$ cat src/rv_defines.svh
`ifndef RV_DEFINES_SVH
`define RV_DEFINES_SVH

`define XLEN        32
`define REG_ADDR_W  5
`define NUM_REGS    32
`define IMEM_ADDR_W 30  // word address
`define DMEM_ADDR_W 30

`define OPC_RTYPE  7'b0110011
`define OPC_ITYPE  7'b0010011
`define OPC_LOAD   7'b0000011
`define OPC_STORE  7'b0100011
`define OPC_BRANCH 7'b1100011
`define OPC_JAL    7'b1101111

`define ALU_CTRL_W 4
`define ALU_AND 4'b0000
`define ALU_OR  4'b0001
`define ALU_ADD 4'b0010
`define ALU_SLL 4'b0011
`define ALU_SRL 4'b0100
`define ALU_SRA 4'b0101
`define ALU_SUB 4'b0110
`define ALU_SLT 4'b0111
`define ALU_XOR 4'b1000

`define FWD_REG 2'b00  // register file value
`define FWD_WB  2'b01
`define FWD_MEM 2'b10

`endif

$ cat src/rvIsaPkg.sv
package rvIsaPkg;

    typedef struct packed {
        logic [6:0] funct7;
        logic [4:0] rs2;
        logic [4:0] rs1;
        logic [2:0] funct3;
        logic [4:0] rd;
        logic [6:0] opcode;
    } rTypeFields;

    typedef struct packed {
        logic [11:0] imm;
        logic [4:0]  rs1;
        logic [2:0]  funct3;
        logic [4:0]  rd;
        logic [6:0]  opcode;
    } iTypeFields;

    typedef struct packed {
        logic [6:0] immHi;
        logic [4:0] rs2;
        logic [4:0] rs1;
        logic [2:0] funct3;
        logic [4:0] immLo;
        logic [6:0] opcode;
    } sTypeFields;

    typedef struct packed {
        logic       imm12;
        logic [5:0] imm10to5;
        logic [4:0] rs2;
        logic [4:0] rs1;
        logic [2:0] funct3;
        logic [3:0] imm4to1;
        logic       imm11;
        logic [6:0] opcode;
    } bTypeFields;

    typedef struct packed {
        logic       imm20;
        logic [9:0] imm10to1;
        logic       imm11;
        logic [7:0] imm19to12;
        logic [4:0] rd;
        logic [6:0] opcode;
    } jTypeFields;

    // one fetched word, five ways to read it
    typedef union packed {
        rTypeFields rType;
        iTypeFields iType;
        sTypeFields sType;
        bTypeFields bType;
        jTypeFields jType;
    } instrWord;

endpackage

$ cat src/regFile.sv
`include "rv_defines.svh"

module regFile (
    input  logic                   clk,
    input  logic                   rst_n,
    input  logic [`REG_ADDR_W-1:0] rs1,
    input  logic [`REG_ADDR_W-1:0] rs2,
    input  logic [`REG_ADDR_W-1:0] rd,
    input  logic [`XLEN-1:0]       wData,
    input  logic                   we,
    output logic [`XLEN-1:0]       rData1,
    output logic [`XLEN-1:0]       rData2
);
    logic [`XLEN-1:0] regs [`NUM_REGS];
    logic             wrActive;

    assign wrActive = we && (rd != '0);  // x0 never written

    always_ff @(posedge clk) begin
        if (!rst_n) begin
            for (int i = 0; i < `NUM_REGS; i++) begin
                regs[i] <= '0;
            end
        end else if (wrActive) begin
            regs[rd] <= wData;
        end
    end

    // write-through so decode sees the writeback of this cycle
    assign rData1 = (wrActive && rd == rs1) ? wData : regs[rs1];
    assign rData2 = (wrActive && rd == rs2) ? wData : regs[rs2];

endmodule

$ cat src/aluUnit.sv
`include "rv_defines.svh"

module aluUnit (
    input  logic [`XLEN-1:0]       a,
    input  logic [`XLEN-1:0]       b,
    input  logic [`ALU_CTRL_W-1:0] aluCtrl,
    output logic [`XLEN-1:0]       result
);
    logic [4:0]       shamt;
    logic [`XLEN-1:0] sraResult;
    logic             lessThan;

    assign shamt     = b[4:0];
    assign sraResult = $signed(a) >>> shamt;
    assign lessThan  = $signed(a) < $signed(b);  // signed compare

    always_comb begin
        case (aluCtrl)
            `ALU_AND: begin
                result = a & b;
            end
            `ALU_OR: begin
                result = a | b;
            end
            `ALU_XOR: begin
                result = a ^ b;
            end
            `ALU_ADD: begin
                result = a + b;
            end
            `ALU_SUB: begin
                result = a - b;
            end
            `ALU_SLT: begin
                result = {{(`XLEN-1){1'b0}}, lessThan};
            end
            `ALU_SLL: begin
                result = a << shamt;
            end
            `ALU_SRL: begin
                result = a >> shamt;
            end
            `ALU_SRA: begin
                result = sraResult;
            end
            default: begin
                result = '0;
            end
        endcase
    end

endmodule

$ cat src/instrDecoder.sv
`include "rv_defines.svh"

module instrDecoder (
    input  rvIsaPkg::instrWord           instr,
    output logic                         regWrite,
    output logic                         memRead,
    output logic                         memWrite,
    output logic                         memToReg,
    output logic                         aluSrc,
    output logic                         isBranch,
    output logic                         isJal,
    output logic                         branchOnNe,
    output logic [`ALU_CTRL_W-1:0]       aluCtrl,
    output logic [`XLEN-1:0]             imm
);
    logic [6:0] opcode;
    logic [2:0] funct3;
    logic       altOp;

    assign opcode = instr.rType.opcode;
    assign funct3 = instr.rType.funct3;
    assign altOp  = instr.rType.funct7[5];  // sub / sra select

    always_comb begin
        regWrite   = 1'b0;
        memRead    = 1'b0;
        memWrite   = 1'b0;
        memToReg   = 1'b0;
        aluSrc     = 1'b0;
        isBranch   = 1'b0;
        isJal      = 1'b0;
        branchOnNe = 1'b0;
        case (opcode)
            `OPC_RTYPE: begin
                regWrite = 1'b1;
            end
            `OPC_ITYPE: begin
                regWrite = 1'b1;
                aluSrc   = 1'b1;
            end
            `OPC_LOAD: begin
                regWrite = 1'b1;
                memRead  = 1'b1;
                memToReg = 1'b1;
                aluSrc   = 1'b1;
            end
            `OPC_STORE: begin
                memWrite = 1'b1;
                aluSrc   = 1'b1;
            end
            `OPC_BRANCH: begin
                isBranch   = 1'b1;
                branchOnNe = funct3[0];  // bne
            end
            `OPC_JAL: begin
                regWrite = 1'b1;
                isJal    = 1'b1;
            end
            default: begin
                regWrite = 1'b0;  // bubble
            end
        endcase
    end

    always_comb begin
        aluCtrl = '0;
        if (opcode == `OPC_LOAD || opcode == `OPC_STORE) begin
            aluCtrl = `ALU_ADD;  // address calc
        end else if (opcode == `OPC_RTYPE || opcode == `OPC_ITYPE) begin
            case (funct3)
                3'b000:  aluCtrl = (opcode == `OPC_RTYPE && altOp) ? `ALU_SUB : `ALU_ADD;
                3'b001:  aluCtrl = `ALU_SLL;
                3'b010:  aluCtrl = `ALU_SLT;
                3'b100:  aluCtrl = `ALU_XOR;
                3'b101:  aluCtrl = altOp ? `ALU_SRA : `ALU_SRL;
                3'b110:  aluCtrl = `ALU_OR;
                3'b111:  aluCtrl = `ALU_AND;
                default: aluCtrl = `ALU_ADD;
            endcase
        end
    end

    always_comb begin
        case (opcode)
            `OPC_ITYPE, `OPC_LOAD: begin
                imm = {{(`XLEN-12){instr.iType.imm[11]}}, instr.iType.imm};
            end
            `OPC_STORE: begin
                imm = {{(`XLEN-12){instr.sType.immHi[6]}}, instr.sType.immHi,
                       instr.sType.immLo};
            end
            `OPC_BRANCH: begin
                imm = {{(`XLEN-12){instr.bType.imm12}}, instr.bType.imm11,
                       instr.bType.imm10to5, instr.bType.imm4to1, 1'b0};
            end
            `OPC_JAL: begin
                imm = {{(`XLEN-20){instr.jType.imm20}}, instr.jType.imm19to12,
                       instr.jType.imm11, instr.jType.imm10to1, 1'b0};
            end
            default: begin
                imm = '0;
            end
        endcase
    end

endmodule

$ cat src/hazardUnit.sv
`include "rv_defines.svh"

module hazardUnit (
    input  rvIsaPkg::instrWord     idInstr,
    input  logic                   idBranch,
    input  logic [`REG_ADDR_W-1:0] exRs1,
    input  logic [`REG_ADDR_W-1:0] exRs2,
    input  logic [`REG_ADDR_W-1:0] exRd,
    input  logic                   exRegWrite,
    input  logic                   exMemRead,
    input  logic [`REG_ADDR_W-1:0] memRd,
    input  logic                   memRegWrite,
    input  logic                   memMemRead,
    input  logic [`REG_ADDR_W-1:0] wbRd,
    input  logic                   wbRegWrite,
    output logic [1:0]             fwdEx1,
    output logic [1:0]             fwdEx2,
    output logic [1:0]             fwdId1,
    output logic [1:0]             fwdId2,
    output logic                   stallId
);
    logic [`REG_ADDR_W-1:0] idRs1;
    logic [`REG_ADDR_W-1:0] idRs2;
    logic                   exLoadHit;
    logic                   exWriteHit;
    logic                   memLoadHit;

    // memory stage wins over writeback
    function automatic logic [1:0] fwdSel(input logic [`REG_ADDR_W-1:0] src);
        if (memRegWrite && memRd != '0 && memRd == src) begin
            return `FWD_MEM;
        end else if (wbRegWrite && wbRd != '0 && wbRd == src) begin
            return `FWD_WB;
        end
        return `FWD_REG;
    endfunction

    function automatic logic srcHit(input logic [`REG_ADDR_W-1:0] dst);
        return (dst != '0) && (dst == idRs1 || dst == idRs2);
    endfunction

    assign idRs1 = idInstr.rType.rs1;
    assign idRs2 = idInstr.rType.rs2;

    always_comb begin
        fwdEx1 = fwdSel(exRs1);
        fwdEx2 = fwdSel(exRs2);
        fwdId1 = fwdSel(idRs1);
        fwdId2 = fwdSel(idRs2);
    end

    always_comb begin
        exLoadHit  = exMemRead && srcHit(exRd);                // load-use
        exWriteHit = idBranch && exRegWrite && srcHit(exRd);   // branch needs ex result
        memLoadHit = idBranch && memMemRead && srcHit(memRd);  // branch needs load data
        stallId    = exLoadHit || exWriteHit || memLoadHit;
    end

endmodule

$ cat src/riscvPipeline.sv
`include "rv_defines.svh"

module riscvPipeline (
    input  logic                    clk,
    input  logic                    rst_n,
    output logic [`IMEM_ADDR_W-1:0] imemAddr,
    input  logic [`XLEN-1:0]        imemData,
    output logic                    dmemRead,
    output logic                    dmemWrite,
    output logic [`DMEM_ADDR_W-1:0] dmemAddr,
    output logic [`XLEN-1:0]        dmemWdata,
    input  logic [`XLEN-1:0]        dmemRdata,
    input  logic                    dmemStall
);
    logic [`XLEN-1:0]       pc;
    logic [`XLEN-1:0]       idPc;
    rvIsaPkg::instrWord     idInstr;
    logic                   idRegWrite, idMemRead, idMemWrite, idMemToReg, idAluSrc;
    logic                   idBranch, idJal, idBranchNe;
    logic [`ALU_CTRL_W-1:0] idAluCtrl;
    logic [`XLEN-1:0]       idImm, idRData1, idRData2, idOp1, idOp2, idTarget;
    logic [1:0]             fwdEx1, fwdEx2, fwdId1, fwdId2;
    logic                   stallId;
    logic                   redirect;

    logic [`XLEN-1:0]       exRData1, exRData2, exImm, exLink;
    logic [`XLEN-1:0]       exOpA, exOpB, exAluIn2, exAluOut;
    logic [`REG_ADDR_W-1:0] exRs1, exRs2, exRd;
    logic [`ALU_CTRL_W-1:0] exAluCtrl;
    logic                   exRegWrite, exMemRead, exMemWrite, exMemToReg, exAluSrc, exJal;

    logic [`XLEN-1:0]       memAluOut, memWdata, memLink, memValue;
    logic [`REG_ADDR_W-1:0] memRd;
    logic                   memRegWrite, memMemRead, memMemWrite, memMemToReg, memJal;

    logic [`XLEN-1:0]       wbLoadData, wbAluOut, wbLink, wbValue;
    logic [`REG_ADDR_W-1:0] wbRd;
    logic                   wbRegWrite, wbMemToReg, wbJal;

    function automatic logic [`XLEN-1:0] pickOperand(input logic [1:0] sel,
                                                     input logic [`XLEN-1:0] regVal,
                                                     input logic [`XLEN-1:0] memVal,
                                                     input logic [`XLEN-1:0] wbVal);
        case (sel)
            `FWD_MEM: return memVal;
            `FWD_WB:  return wbVal;
            default:  return regVal;
        endcase
    endfunction

    assign imemAddr = pc[`XLEN-1:2];

    always_ff @(posedge clk) begin
        if (!rst_n) begin
            pc <= '0;
        end else if (!dmemStall && !stallId) begin
            pc <= redirect ? idTarget : pc + 4;
        end
    end

    always_ff @(posedge clk) begin
        if (!rst_n) begin
            idInstr <= '0;
        end else if (!dmemStall && !stallId) begin
            idInstr <= redirect ? '0 : imemData;  // flush on taken branch / jal
        end
    end

    always_ff @(posedge clk) begin
        if (!dmemStall && !stallId) begin
            idPc <= pc;
        end
    end

    instrDecoder instrDecoder_i (
        .instr(idInstr), .regWrite(idRegWrite), .memRead(idMemRead),
        .memWrite(idMemWrite), .memToReg(idMemToReg), .aluSrc(idAluSrc),
        .isBranch(idBranch), .isJal(idJal), .branchOnNe(idBranchNe),
        .aluCtrl(idAluCtrl), .imm(idImm)
    );

    regFile regFile_i (
        .clk(clk), .rst_n(rst_n), .rs1(idInstr.rType.rs1), .rs2(idInstr.rType.rs2),
        .rd(wbRd), .wData(wbValue), .we(wbRegWrite), .rData1(idRData1), .rData2(idRData2)
    );

    hazardUnit hazardUnit_i (
        .idInstr(idInstr), .idBranch(idBranch), .exRs1(exRs1), .exRs2(exRs2),
        .exRd(exRd), .exRegWrite(exRegWrite), .exMemRead(exMemRead), .memRd(memRd),
        .memRegWrite(memRegWrite), .memMemRead(memMemRead), .wbRd(wbRd),
        .wbRegWrite(wbRegWrite), .fwdEx1(fwdEx1), .fwdEx2(fwdEx2), .fwdId1(fwdId1),
        .fwdId2(fwdId2), .stallId(stallId)
    );

    // branch compare in decode
    assign idOp1    = pickOperand(fwdId1, idRData1, memValue, wbValue);
    assign idOp2    = pickOperand(fwdId2, idRData2, memValue, wbValue);
    assign idTarget = idPc + idImm;
    assign redirect = !stallId && (idJal || (idBranch && ((idOp1 == idOp2) != idBranchNe)));

    always_ff @(posedge clk) begin
        if (!rst_n) begin
            {exRegWrite, exMemRead, exMemWrite, exMemToReg, exJal} <= '0;
        end else if (!dmemStall) begin
            exRegWrite <= idRegWrite && !stallId;  // bubble on stall
            exMemRead  <= idMemRead && !stallId;
            exMemWrite <= idMemWrite && !stallId;
            exMemToReg <= idMemToReg && !stallId;
            exJal      <= idJal && !stallId;
        end
    end

    always_ff @(posedge clk) begin
        if (!dmemStall) begin
            exRData1  <= idRData1;
            exRData2  <= idRData2;
            exImm     <= idImm;
            exLink    <= idPc + 4;
            exRs1     <= idInstr.rType.rs1;
            exRs2     <= idInstr.rType.rs2;
            exRd      <= idInstr.rType.rd;
            exAluCtrl <= idAluCtrl;
            exAluSrc  <= idAluSrc;
        end
    end

    assign exOpA    = pickOperand(fwdEx1, exRData1, memValue, wbValue);
    assign exOpB    = pickOperand(fwdEx2, exRData2, memValue, wbValue);
    assign exAluIn2 = exAluSrc ? exImm : exOpB;

    aluUnit aluUnit_i (.a(exOpA), .b(exAluIn2), .aluCtrl(exAluCtrl), .result(exAluOut));

    always_ff @(posedge clk) begin
        if (!rst_n) begin
            {memRegWrite, memMemRead, memMemWrite, memMemToReg, memJal} <= '0;
        end else if (!dmemStall) begin
            memRegWrite <= exRegWrite;
            memMemRead  <= exMemRead;
            memMemWrite <= exMemWrite;
            memMemToReg <= exMemToReg;
            memJal      <= exJal;
        end
    end

    always_ff @(posedge clk) begin
        if (!dmemStall) begin
            memAluOut <= exAluOut;
            memWdata  <= exOpB;  // store data after forwarding
            memRd     <= exRd;
            memLink   <= exLink;
        end
    end

    assign dmemRead  = memMemRead;
    assign dmemWrite = memMemWrite;
    assign dmemAddr  = memAluOut[`XLEN-1:2];
    assign dmemWdata = memWdata;
    assign memValue  = memJal ? memLink : memAluOut;  // link forwards from memory too

    always_ff @(posedge clk) begin
        if (!rst_n) begin
            {wbRegWrite, wbMemToReg, wbJal} <= '0;
        end else if (!dmemStall) begin
            wbRegWrite <= memRegWrite;
            wbMemToReg <= memMemToReg;
            wbJal      <= memJal;
        end
    end

    always_ff @(posedge clk) begin
        if (!dmemStall) begin
            wbLoadData <= dmemRdata;  // taken on the edge that ends the access
            wbAluOut   <= memAluOut;
            wbRd       <= memRd;
            wbLink     <= memLink;
        end
    end

    assign wbValue = wbJal ? wbLink : (wbMemToReg ? wbLoadData : wbAluOut);

endmodule

$ cat config.mk
export PLATFORM = sky130hd
export DESIGN_NAME = riscvPipeline
export DESIGN_NICKNAME = d
export VERILOG_FILES = /design/src/rvIsaPkg.sv /design/src/regFile.sv /design/src/aluUnit.sv /design/src/instrDecoder.sv /design/src/hazardUnit.sv /design/src/riscvPipeline.sv
export VERILOG_INCLUDE_DIRS = /design/src
export SDC_FILE = /design/constraint.sdc
export NUM_CORES = 2
export LEC_CHECK = 0
export BUFFER_PORTS_ARGS = -buffer_cell sky130_fd_sc_hd__buf_2
export CORE_MARGIN = 10
export CORE_UTILIZATION = 50
export CTS_CLUSTER_DIAMETER = 50
export DETAILED_ROUTE_END_ITERATION = 10
export PLACE_DENSITY = 0.74
export SYNTH_ARGS = -nofsm -noshare
export SYNTH_HDL_FRONTEND = slang
export SYNTH_SLANG_ARGS = --single-unit
$ cat constraint.sdc
create_clock -name clk -period 15.4 [get_ports clk]
set_clock_uncertainty 0.1 [all_clocks]
set_input_delay 3.08 -clock clk [delete_from_list [all_inputs] [get_ports clk]]
set_output_delay 3.08 -clock clk [all_outputs]
set_load 0.03 [all_outputs]
## Word level (Yosys, flattened, before mapping)

Memory sizes are Yosys's and may differ from the RTL's. A register that Yosys moved wholly into a read port is not among the register bits.
Index checks and enable logic that the tools add are counted.

| word-level totals | value |
|---|---|
| word-level logic and storage cells | 186 |
| RAM bits | 1024 |
| output and inout port bits | 94 |
| bits in registers | 457 |
| input bits | 67 |
| memories kept | 1 |

Memories:

| name | depth | bits a word | read ports | clocked after Yosys merged registers in | wr ports | RTL line | text |
|---|---|---|---|---|---|---|---|
| regFile_i.regs | 32 | 32 | 2 | 2 | 32 | regFile.sv:14 | `` logic [`XLEN-1:0] regs [`NUM_REGS]; `` |

| operators by class | value |
|---|---|
| bitwise logic cells | 4 |
| $add $sub $neg | 5 |
| equal/unequal tests | 40 |
| reduce and logical (&&, ||, !) cells | 44 |
| muxes and demuxes | 56 |
| shifts and indexed selects | 3 |
| $lt $le $gt $ge | 1 |

Operators with widths:

| kind | number |
|---|---|
| $mux W32 | 9 |
| $pmux W32 S9 | 1 |
| $pmux W32 S2 | 4 |
| $pmux W32 S4 | 1 |
| $add A32 B3 Y32 const B | 2 |
| $add A32 B32 Y32 | 2 |
| $eq A5 B5 Y1 | 10 |
| $and A32 B32 Y32 | 1 |
| $eq A32 B32 Y1 | 1 |
| $lt A32 B32 Y1 | 1 |
| $or A32 B32 Y32 | 1 |
| $reduce_or A32 Y1 | 1 |
| $shl A32 B5 Y32 | 1 |
| $shr A32 B5 Y32 | 1 |
| $sshr A32 B5 Y32 | 1 |
| $sub A32 B32 Y32 | 1 |
| $xor A32 B32 Y32 | 1 |
| $pmux W4 S7 | 1 |
| $mux W2 | 13 |
| $logic_and A1 B1 Y1 | 25 |
| $mux W5 | 5 |
| $mux W1 | 21 |
| $eq A4 B3 Y1 const B | 4 |
| $reduce_bool A5 Y1 | 3 |
| other kinds (22) | 42 |

## Depth between registers and ports, before layout

| depth | value |
|---|---|
| depth after elaboration | 16 |
| gate-level depth with buffers | 27 |
| mapped depth without buffers | 24 |

## Cells and area by module

A second synthesis with hierarchy kept.

| unflattened totals | value |
|---|---|
| cells, all modules | 6896 |
| area, all modules | 86092.6 um2 |

By module, submodules not included:

| module | area each (um2) | instances | sequential area each (um2) | cells each |
|---|---|---|---|---|
| regFile | 53633.9 | 1 | 30749.5 | 3499 |
| riscvPipeline | 22554.1 | 1 | 13012.5 | 1920 |
| aluUnit | 8634.5 | 1 | 0.0 | 1305 |
| hazardUnit | 734.5 | 1 | 0.0 | 94 |
| instrDecoder | 535.5 | 1 | 0.0 | 78 |

## Least setup slack after synthesis

Ideal clock, no wire load.

| timing | value |
|---|---|
| kind | input port to flip-flop |
| from | input dmemStall |
| to | register idPc[0] (enable) |
| data arrival time | 12007 ps |
| data required time | 14891 ps |
| library setup time | 409 ps |
| cell stages on the path | 5 |
| slack | 2884 ps |
| buffers on the path | 2 |
| cell sequence | inv_1 nand2b_1 inv_1 clkbuf_1 clkbuf_1 |

| on the way | value |
|---|---|
| longest elaborated chain between the ends | 2 |

Ends and longest elaborated chain:

| item | RTL line | text |
|---|---|---|
| start, declared | riscvPipeline.sv:13 | `input logic dmemStall` |
| $logic_not A1 Y1 | -- |  |
| $logic_and A1 B1 Y1 | riscvPipeline.sv:70 | `if (!dmemStall && !stallId) begin` |
| end signal, assigned | riscvPipeline.sv:71 | `idPc <= pc;` |
| end, declared | riscvPipeline.sv:16 | `` logic [`XLEN-1:0] idPc; `` |

Every way passes these cells.
A chain may end at the register's enable or synchronous reset.

## Worst setup path after layout

| timing | value |
|---|---|
| from | register memRd[1] |
| to | register memAluOut[28] (data pin) |

| on the way | value |
|---|---|
| longest elaborated chain between the ends | 10 |
| elaborated cells between the ends (all ways) | 28 |
| those cells by class | 2 x add/sub; 6 x eq/ne; 3 x shift; 10 x mux; 3 x bitwise; 4 x reduce/logical |

Ends and longest elaborated chain:

| item | RTL line | text |
|---|---|---|
| start, declared | riscvPipeline.sv:33 | `` logic [`REG_ADDR_W-1:0] memRd; `` |
| start signal, assigned | riscvPipeline.sv:149 | `memRd <= exRd;` |
| $reduce_bool A5 Y1 | hazardUnit.sv:30 | `if (memRegWrite && memRd != '0 && memRd == src) begin` |
| $logic_and A1 B1 Y1 (2 in a row) | hazardUnit.sv:30 |  |
| $mux W2 or $mux W1 (tied branches) | hazardUnit.sv:30 |  |
| $mux W2 | hazardUnit.sv:35 | `` return `FWD_REG; `` |
| $eq A2 B1 Y1 or $eq A2 B2 Y1 (tied branches) | riscvPipeline.sv:44 | `case (sel)` |
| $pmux W32 S2 | riscvPipeline.sv:44 |  |
| $mux W32 | riscvPipeline.sv:129 | `assign exAluIn2 = exAluSrc ? exImm : exOpB;` |
| $sub A32 B32 Y32, or another cell as far along | aluUnit.sv:32 | `result = a - b;` |
| $pmux W32 S9 (*) | aluUnit.sv:18 | `case (aluCtrl)` |
| named net aluUnit_i.result[28] | aluUnit.sv:7 | `` output logic [`XLEN-1:0] result `` |
| end signal, assigned | riscvPipeline.sv:147 | `memAluOut <= exAluOut;` |
| end, declared | riscvPipeline.sv:32 | `` logic [`XLEN-1:0] memAluOut, memWdata, memLink, memValue; `` |

The timed path passes the listed nets; every way through them passes the cells marked *.

==> summary.md <==
| Metric | Value |
|---|---|
| Total gr overflow | `0` |
| Total wire length | `between 300000 and 400000 um` |
| YS warnings | `0` |
| Row cnt | `149` |
| Total Nets Final | `approximately 6800` |
| Total CTS buffers | `166` |
| Routed via count | `approximately 64000` |
| Vias in the first global route | `61210` |
| Share of layout cells above drive strength 1 | `0.2106` |
| # IOs | `161` |
| H-tree levels | `4` |
| VDD IR-drop max | `about 0.14 mV` |
| Fmax | `around 120 MHz` |
| Final period util | `0.5422` |
| Register share of total power | `0.445` |
| Die area | `183800 sq um` |
| Fill count | `13210` |
| CP required | `approximately 16000 ps` |
| Core region area | `165500 sq um` |
| Initial DRC Count | `~11000` |
| Setup ws final | `7050 ps` |
| Avg Vias per Cell | `around 7` |
| Switching pwr | `~3.2 mW` |
| Most frequent cells in the layout | `edfxtp_1 (1395), nor2_1 (1242), mux4_2 (550), mux2i_1 (392), nand2_1 (369)` |
| Top Metal Used | `met5` |
| Logic pwr share | `0.172` |
| Number of synthesized flops with an enable pin | `about 1400` |
| Slew margin rel. | `0.09274` |
| Clock sinks | `between 1000 and 1500` |
| Later-pin clock latency in the skew report | `roughly 850 ps` |
| Pins Over Slew Limit | `0` |
| Yosys cell types | `just under 90` |
| Area growth syn-to-layout | `9.764%` |
| Port Buffers | `160` |
| Clk pwr share | `0.383` |
| First-pass GRT wire length | `roughly 440000 um` |
| Sequential area share after synthesis | `0.5220` |
| Met2 Wirelength | `between 100000 and 150000 um` |
| Chip height | `428.7 um` |
| Final setup vio count | `0` |
| Final core occ | `0.5537` |
| CTS tree | `built` |
| FFs w/ async S/R, synth | `0` |
| Register bit total from synthesis | `1480` |
| Post-route minimum period | `around 8300 ps` |
| Hold WC Path Type | `reg2reg` |
| Clock buffer depth | `3` |
| Critical Path Start Type | `flip-flop` |
| DP Wirelength | `approximately 190000 um` |
| Setup crit end kind | `flip-flop` |
| Least-Margin Pin Slew | `about 1400 ps` |
| Root Buffer | `clkbuf_16` |
| DR WL/cell | `roughly 35 um` |
| Sw frac | `0.2936` |
| Initial Util | `0.5045` |
| Most common cell after layout, fill and taps aside | `edfxtp_1` |
| Placer congestion estimate | `about 1` |
| Max-Cap Viols | `0` |
| Setup TNS | `0 ps` |
| Pre-CTS setup slack | `7148 ps` |
| Setup repair after global routing missed its margin | `no` |
| Synth Flop Type | `edfxtp_1` |
| Critical path class | `reg2reg` |
| WP data arrival | `8790 ps` |
| CP max FO | `39` |
| Met1 WL | `roughly 110000 um` |
| Tot GR Track Use | `0.3278` |
| Syn Area/Cell | `~12 sq um` |
| Final hold slack | `318.4 ps` |
| DR pass1 iterations | `10` |
| Die X | `between 400 and 500 um` |
| CTS clk-pin slew, worst paths | `~60 ps` |
| Pwr Density | `117.3 nW/um^2` |
| DRT antenna net count | `0` |
| Largest net degree at the start of global routing | `roughly 120` |
| Final Hold Viols | `0` |
| Hold_buf cts | `0` |
| Initial antenna violation count | `19` |
| Post-CTS setup buffer count | `0` |
| Wire length on met3 | `about 50000 um` |
| Outcome | `complete, no violations` |
| P_leak | `33.28 nW` |
| Pint | `7.594 mW` |
| DRC | `0` |
| Syn Inst Count | `~6700` |
| Area of the mapped netlist | `~84000 sq um` |
| Post-cts resize count | `0` |
| PnR Total Power | `10.75 mW` |
## critical path, stage by stage (launching register included)
cell	delay, ps
edfxtp_1	510
or4_1	650
o21ai_2	400
or3_1	770
a311o_1	520
and2_4	560
inv_1	240
ha_1	310
fa_1	480
nor2b_1	160
o21a_1	210
o21bai_1	160
a21oi_1	90
nor2_1	180
o21bai_1	150
a311o_1	360
nand2_1	90
a21oi_1	140
a2111oi_0	870
o21ai_0	460
a21oi_1	300
mux2i_1	200
o21ai_0	80
## synth_stat cells, drive strengths merged (26+ instances only)
master / instances / area, sq um
a31oi: 41 / 256.5
o21bai: 26 / 195.2
a221oi: 34 / 297.8
xnor2: 98 / 858.3
a21o: 45 / 337.8
mux4: 550 / 12390
o21ai: 201 / 1010
inv: 163 / 611.8
and3: 33 / 206.5
a211oi: 38 / 285.3
a21oi: 250 / 1251
nor2: 1244 / 4686
o22ai: 86 / 544.3
clkbuf: 360 / 1351
xor2: 41 / 359.1
nand3: 73 / 365.4
mux2i: 411 / 4153
a22oi: 54 / 405.4
mux2: 117 / 1318
nand2: 428 / 1607
o221ai: 27 / 236.5
dfxtp: 85 / 1702
edfxtp: 1395 / 41890
buf: 274 / 1690
nor3: 54 / 270.3
o211ai: 65 / 488.0
nor4: 34 / 212.7
o21a: 34 / 255.2
ha: 130 / 1627
## flip-flops by register name, indices dropped and copies added (netlist names), 21 cells and up, named ones only
signal and cells:
wbLink 32, exImm 21, exLink 32, wbAluOut 32, wbLoadData 32, regFile_i.regs 1024, memLink 32, exRData1 32
idPc 32, exRData2 32, memAluOut 32, idInstr 32, dmemWdata 32, pc 32
## cell families after synthesis
family | after synthesis | synth area share
buf+inv | 802 | 0.04399
other cells | 1 | 0.00004490
xor+xnor | 139 | 0.01458
flops | 1480 | 0.5220
fa+ha+maj | 133 | 0.02020
mux | 1078 | 0.2138
simple gates | 2042 | 0.1023
compound gates | 1053 | 0.08315
## power by group through the flow
stage / clock network, mW / logic (mW) / registers (mW)
global route: 4.27 / 1.92 / 4.79
CTS: 4.11 / 1.78 / 4.78
floorplan: 0 / 1.19 / 4.77
finish: 4.12 / 1.85 / 4.78
detailed placement: 0 / 1.77 / 4.86
global placement: 0 / 1.76 / 4.85
## final timing paths
check,start,endpoint,slack (ps),depth (start not counted)
min,exLink[0],memLink[0],320,0
max,memRd[1],memAluOut[28],7050,22
max reg2reg,memRd[1],memAluOut[28],7050,22
min reg2reg,exLink[0],memLink[0],320,0
## metal layers
metal  vias to the layer above  global-route usage
met2                      5829              0.4761
li1                      25220                   -
met5                         -            0.006504
met4                        19              0.1969
met1                     31290              0.4161
met3                      1245              0.1230
## through the flow
| stage | cell area [sq um] | instances |
|---|---|---|
| 6_report | 91670 | 8963 |
| 5_1_grt | 91650 | 8955 |
| 4_1_cts | 91640 | 8951 |
| 3_5_place_dp | 86010 | 8643 |
| 3_3_place_gp | 86010 | 8643 |
| 2_1_floorplan | 83630 | 6759 |
## final cells by class
type / instances / area, sq um / area share
flip-flops and latches: 1480 / 43630 / 0.4759
multi-input cells: 4477 / 36900 / 0.4025
clock buffers: 203 / 4441 / 0.04844
well taps: 2189 / 2739 / 0.02988
repair buffers: 329 / 2107 / 0.02299
clock inverters: 105 / 1186 / 0.01294
inverters: 168 / 644.4 / 0.007029
diodes: 12 / 30.03 / 0.0003276
(Power assumes the default switching activity.)
